`src/common/simt_alu_cfg.svh`:
```
`ifndef SIMT_ALU_CFG_SVH
`define SIMT_ALU_CFG_SVH

// Lanes per warp
`define NUM_THREADS 4

// Warp id width
`define NW_BITS 2

// Destination register index width
`define NR_BITS 5

// Multiplier pipeline depth in stages
`define MUL_LATENCY 2

`endif

```
`src/common/simt_alu_pkg.sv`:
```
`default_nettype none

package simt_alu_pkg;

    typedef logic [31:0] word_t;

    // How op_type is interpreted
    typedef enum logic [1:0] {
        MOD_ALU = 2'd0,
        MOD_BR  = 2'd1,
        MOD_MUL = 2'd2
    } op_mod_e;

    // Bits [3:2] give the result class, bit 0 the signedness
    typedef enum logic [3:0] {
        ALU_ADD  = 4'b0000,
        ALU_SLTU = 4'b0100,
        ALU_SLT  = 4'b0101,
        ALU_SRL  = 4'b1000,
        ALU_SRA  = 4'b1001,
        ALU_SUB  = 4'b1011,
        ALU_AND  = 4'b1100,
        ALU_OR   = 4'b1101,
        ALU_XOR  = 4'b1110,
        ALU_SLL  = 4'b1111
    } alu_op_e;

    // Shares the lane compare encoding, so LT lands on SLT and LTU on SLTU
    typedef enum logic [3:0] {
        BR_EQ   = 4'b0000,
        BR_NE   = 4'b0010,
        BR_LTU  = 4'b0100,
        BR_LT   = 4'b0101,
        BR_GEU  = 4'b0110,
        BR_GE   = 4'b0111,
        BR_JAL  = 4'b1000,
        BR_JALR = 4'b1001
    } br_op_e;

    typedef enum logic [1:0] {
        MUL_MUL    = 2'd0,
        MUL_MULH   = 2'd1,
        MUL_MULHSU = 2'd2,
        MUL_MULHU  = 2'd3
    } mul_op_e;

    function automatic logic br_neg(br_op_e op);
        return op[1];
    endfunction

    function automatic logic br_less(br_op_e op);
        return op[2];
    endfunction

    // Jumps are always taken
    function automatic logic br_static(br_op_e op);
        return op[3];
    endfunction

endpackage

`default_nettype wire

```
`src/alu_unit/alu_lane.sv`:
```
`timescale 1ns/100ps
`default_nettype none

`include "simt_alu_cfg.svh"

module alu_lane
    import simt_alu_pkg::*;
(
    input  alu_op_e alu_op,
    input  logic    is_br,
    input  logic    use_pc,
    input  logic    use_imm,
    input  word_t   pc,
    input  word_t   imm,
    input  word_t   rs1,
    input  word_t   rs2,
    output word_t   add_result,
    output logic    less,
    output logic    equal,
    output word_t   result
);

    logic        is_signed;
    logic [1:0]  op_class;
    word_t       in1_pc;
    word_t       in2_imm;
    word_t       in2_cmp;
    logic [32:0] sub_in1;
    logic [32:0] sub_in2;
    logic [32:0] sub_result;
    logic [32:0] shr_in;
    word_t       shr_result;
    word_t       misc_result;

    assign is_signed = alu_op[0];
    assign op_class  = alu_op[3:2];

    assign in1_pc  = use_pc ? pc : rs1;
    assign in2_imm = use_imm ? imm : rs2;
    // Branches compare rs1 with rs2 and keep the immediate for the target adder
    assign in2_cmp = (use_imm && !is_br) ? imm : rs2;

    assign add_result = in1_pc + in2_imm;

    assign sub_in1    = {is_signed & rs1[31], rs1};
    assign sub_in2    = {is_signed & in2_cmp[31], in2_cmp};
    assign sub_result = $signed(sub_in1) - $signed(sub_in2);

    assign less  = sub_result[32];
    assign equal = (sub_result[31:0] == 32'd0);

    // Extra top bit makes one shifter serve SRA and SRL
    assign shr_in     = {is_signed & rs1[31], rs1};
    assign shr_result = 32'($signed(shr_in) >>> in2_imm[4:0]);

    always_comb begin
        case (alu_op)
            ALU_AND: misc_result = rs1 & in2_imm;
            ALU_OR:  misc_result = rs1 | in2_imm;
            ALU_XOR: misc_result = rs1 ^ in2_imm;
            default: misc_result = rs1 << in2_imm[4:0];
        endcase
    end

    always_comb begin
        case (op_class)
            2'b00:   result = add_result;
            2'b01:   result = {31'b0, less};
            2'b10:   result = (alu_op == ALU_SUB) ? sub_result[31:0] : shr_result;
            default: result = misc_result;
        endcase
    end

endmodule

`default_nettype wire

```
`config.mk`:
```
export PLATFORM = sky130hd
export DESIGN_NAME = alu_lane
export DESIGN_NICKNAME = d
export VERILOG_FILES = /design/src/common/simt_alu_pkg.sv /design/src/alu_unit/alu_lane.sv
export VERILOG_INCLUDE_DIRS = /design/src /design/src/common
export SDC_FILE = /design/constraint.sdc
export NUM_CORES = 1
export LEC_CHECK = 0
export CORE_ASPECT_RATIO = 0.7
export CORE_MARGIN = 3
export CORE_UTILIZATION = 55
export DETAILED_ROUTE_END_ITERATION = 7
export DONT_BUFFER_PORTS = 1
export GPL_TIMING_DRIVEN = 0
export PLACE_DENSITY = 0.78
export REMOVE_ABC_BUFFERS = 1
export SYNTH_ARGS = -nofsm -noshare
export SYNTH_HDL_FRONTEND = slang
export SYNTH_SLANG_ARGS = --single-unit
```
`constraint.sdc`:
```
create_clock -name vclk -period 4.3
set_clock_uncertainty 0.2 [all_clocks]
set_input_delay 0 -clock vclk [all_inputs]
set_output_delay 0 -clock vclk [all_outputs]
set_load 0.02 [all_outputs]
```
==> impl_metrics.toml <==
[layout]
nClkBuffers = 0
antenna-diode-count = 0
utilization = 0.604
ff_latch_area_sq_um = 0
multiInputGateArea_sq_um = 9320
area_growth_pct = 4.45
seq_cells = 0
drive_gt1_frac = 0.0619
num-fill-cells = 1686
nets = 1642

[setup_path]
cp_data_arrival_time_ps = 4370
end_kind = "output port"
crit_type = "input port to output port"
worst-path-buf-inv = 2
path_max_fanout = 33
crit_slowest_cell = "or4_4"
crit_path_frequent_cell = "or4_4"
max_stage_delay_ps = 550
cp-start-kind = "input port"
crit_required_ps = 4100
crit_path_cell_trace = "nor2b_4, buf_12, mux2_4, ha_4, inv_2, fa_2, a211oi_4, o31a_4, o2bb2ai_4, xnor2_2, or4_4, nor4_4, nand4b_1, or4_1, or4_4, nor4b_4"
crit_family = "simple AND/OR/NAND/NOR gates"

[global_route]
grt-ovfl-total = 0
grt_pass1_vias = 10600
antenna_found_initial = 1
grt_pass1_wl_um = 64500
grt_max_degree = 76
grt_use_total = 0.433

[floorplanning]
rows = 39
start_util = 0.578
die_w_um = 165
coreArea_sq_um = 16800
io-pin-count = 201
die_y_um = 117
die_area_sq_um = 19300

[pwr]
seqPwrFrac = 0
power_density_nw_per_um2 = 211
p_leak_nw = 4.45
clkPwrFrac = 0
p_sw_w = 0.00144
peakVddDrop_mv = 0.138
swShare = 0.674
intPower_w = 0.000696
pwr-share-comb = 1.000

[place]
io_buffers = 0
dp_slack_ps = -1400
gp_congestion = 1.03
hpwl_um = 33300

[route]
dr.pass1.iters = 6
drc = 0
vias = 11600
drt-wirelength-per-cell_um = 27.4
initialDrtViolationCount = 1625
antenna_left = 0
routed_via_density = 7.26
wl_um = 43800

[synth]
syn_area_sq_um = 9710
synthCells = 1456
synth_top_area_cell = "ha_1"
ys_seq_area_frac = 0
avgSynthCellArea_sq_um = 6.67
synth_warnings = 0
netlist_top_cells_area = "ha_1 17%, mux2i_1 16%, o21ai_0 9.0%"
yosys.area.top_type_share = 0.166
synth_cell_types = 75

[sta]
post-route-min-period_ps = 4570
timing.final.max_slew_violations = 13
tightest_slew_ps = 1580
rsz0062_at_grt = "true"
hold_viol = 0
slew_headroom = -0.0579
setup_ws_ps = -269
finalCritPeriodShare = 1.06
setup_violations = 2
setup_tns_ps = -462
fmax_mhz = 219

[status]
violations = "capacitance limit, slew limit, setup timing"
status = "finished, violations left"

[min_path]
min_from = "alu_op[3]"
min_to = "result[30]"
hp-class = "input port to output port"
min_path_cells = 2

[run]
max_cap_violations = 1
stage by stage:
stage | hold slack, ps | instances | instance area, sq um | power [W]
6_report | 38.9 | 1599 | 10100 | 0.00214
3_3_place_gp | -43.9 | 1582 | 9610 | 0.00194
2_1_floorplan | -71.4 | 1357 | 9330 | 0.00146
5_1_grt | 36.5 | 1599 | 10100 | 0.00227
4_1_cts | 28.0 | 1596 | 10000 | 0.00202
3_5_place_dp | -45.2 | 1587 | 9780 | 0.00196
cell families (layout without fill, tap and decap cells):
group                    Yosys count  after routing  synth area share
AO/OA/AOI/OAI                    518            518             0.338
multiplexers                     167            167             0.186
adder cells (fa/ha/maj)          131            131             0.170
AND/OR/NAND/NOR                  395            395             0.179
XOR/XNOR                          62             62            0.0559
buffers and inverters            183            101            0.0714
cells in the final DEF (no fill, tap or decap), types with 8 or more instances in the layout:
| cell | netlist | routed |
|---|---|---|
| ha_1 | 129 | 127 |
| a221oi_1 | 9 | 8 |
| o21ai_0 | 175 | 171 |
| a211oi_1 | 39 | 33 |
| nor2_1 | 128 | 127 |
| mux2i_1 | 153 | 149 |
| xnor2_1 | 44 | 42 |
| nor3_1 | 26 | 26 |
| xor2_1 | 18 | 15 |
| inv_1 | 81 | 78 |
| a21oi_1 | 114 | 109 |
| nand3_1 | 26 | 26 |
| buf_4 | 1 | 9 |
| o21a_1 | 13 | 13 |
| o211ai_1 | 50 | 50 |
| a21o_1 | 30 | 30 |
| o22ai_1 | 8 | 8 |
| mux4_2 | 10 | 10 |
| nand4_1 | 8 | 8 |
| or3_1 | 11 | 11 |
| nand2_1 | 159 | 158 |
cells in the mapped netlist (9+ instances only):
master and number:
o21ai_0 175, nand2_1 159, mux2i_1 153, ha_1 129, nor2_1 128, a21oi_1 114
inv_1 81, clkbuf_1 80, o211ai_1 50, xnor2_1 44, a211oi_1 39, a21o_1 30
nand3_1 26, nor3_1 26, xor2_1 18, buf_1 16, o21a_1 13, or3_1 11
mux4_2 10, a221oi_1 9, o31ai_1 9
what timing repair did:
action / CTS / global route
pin swaps: 11 / 8
cloned: 1 / 0
hold buffers: 1 / 0
setup buffers: 7 / 3
setup endpoints to repair: 43 / 23
gates resized for setup: 31 / 24
endpoints found under the hold margin: 1 / 0
power groups by stage:
stage	registers, W	clock network [W]	logic [W]
CTS	0	0	0.00202
global placement	0	0	0.00194
finish	0	0	0.00214
detailed placement	0	0	0.00196
global route	0	0	0.00227
floorplan	0	0	0.00146
worst max-delay path by stage:
stage | slack (ps) | depth (start not counted) | end | startpoint
floorplan | -2800 | 12 | result[26] | use_imm
global placement | -6400 | 12 | result[26] | use_imm
detailed placement | -1400 | 13 | result[26] | use_imm
CTS | -290 | 16 | equal | use_imm
global route | -340 | 16 | equal | use_imm
finish | -270 | 16 | equal | use_imm
layout make-up:
type | instances | area share
well taps | 225 | 0.0278
inverters | 84 | 0.0334
repair buffers | 16 | 0.0194
multi-input cells | 1273 | 0.919
repair inverters | 1 | 0.000494
per-layer routing:
| layer | global-route usage | share of wire |
|---|---|---|
| met1 | 0.631 | 0.42 |
| met2 | 0.622 | 0.40 |
| met3 | 0.147 | 0.16 |
| met4 | 0.0749 | 0.022 |
| met5 | 0 | 0.00025 |
Note: power is estimated with default switching activity, not from simulation.
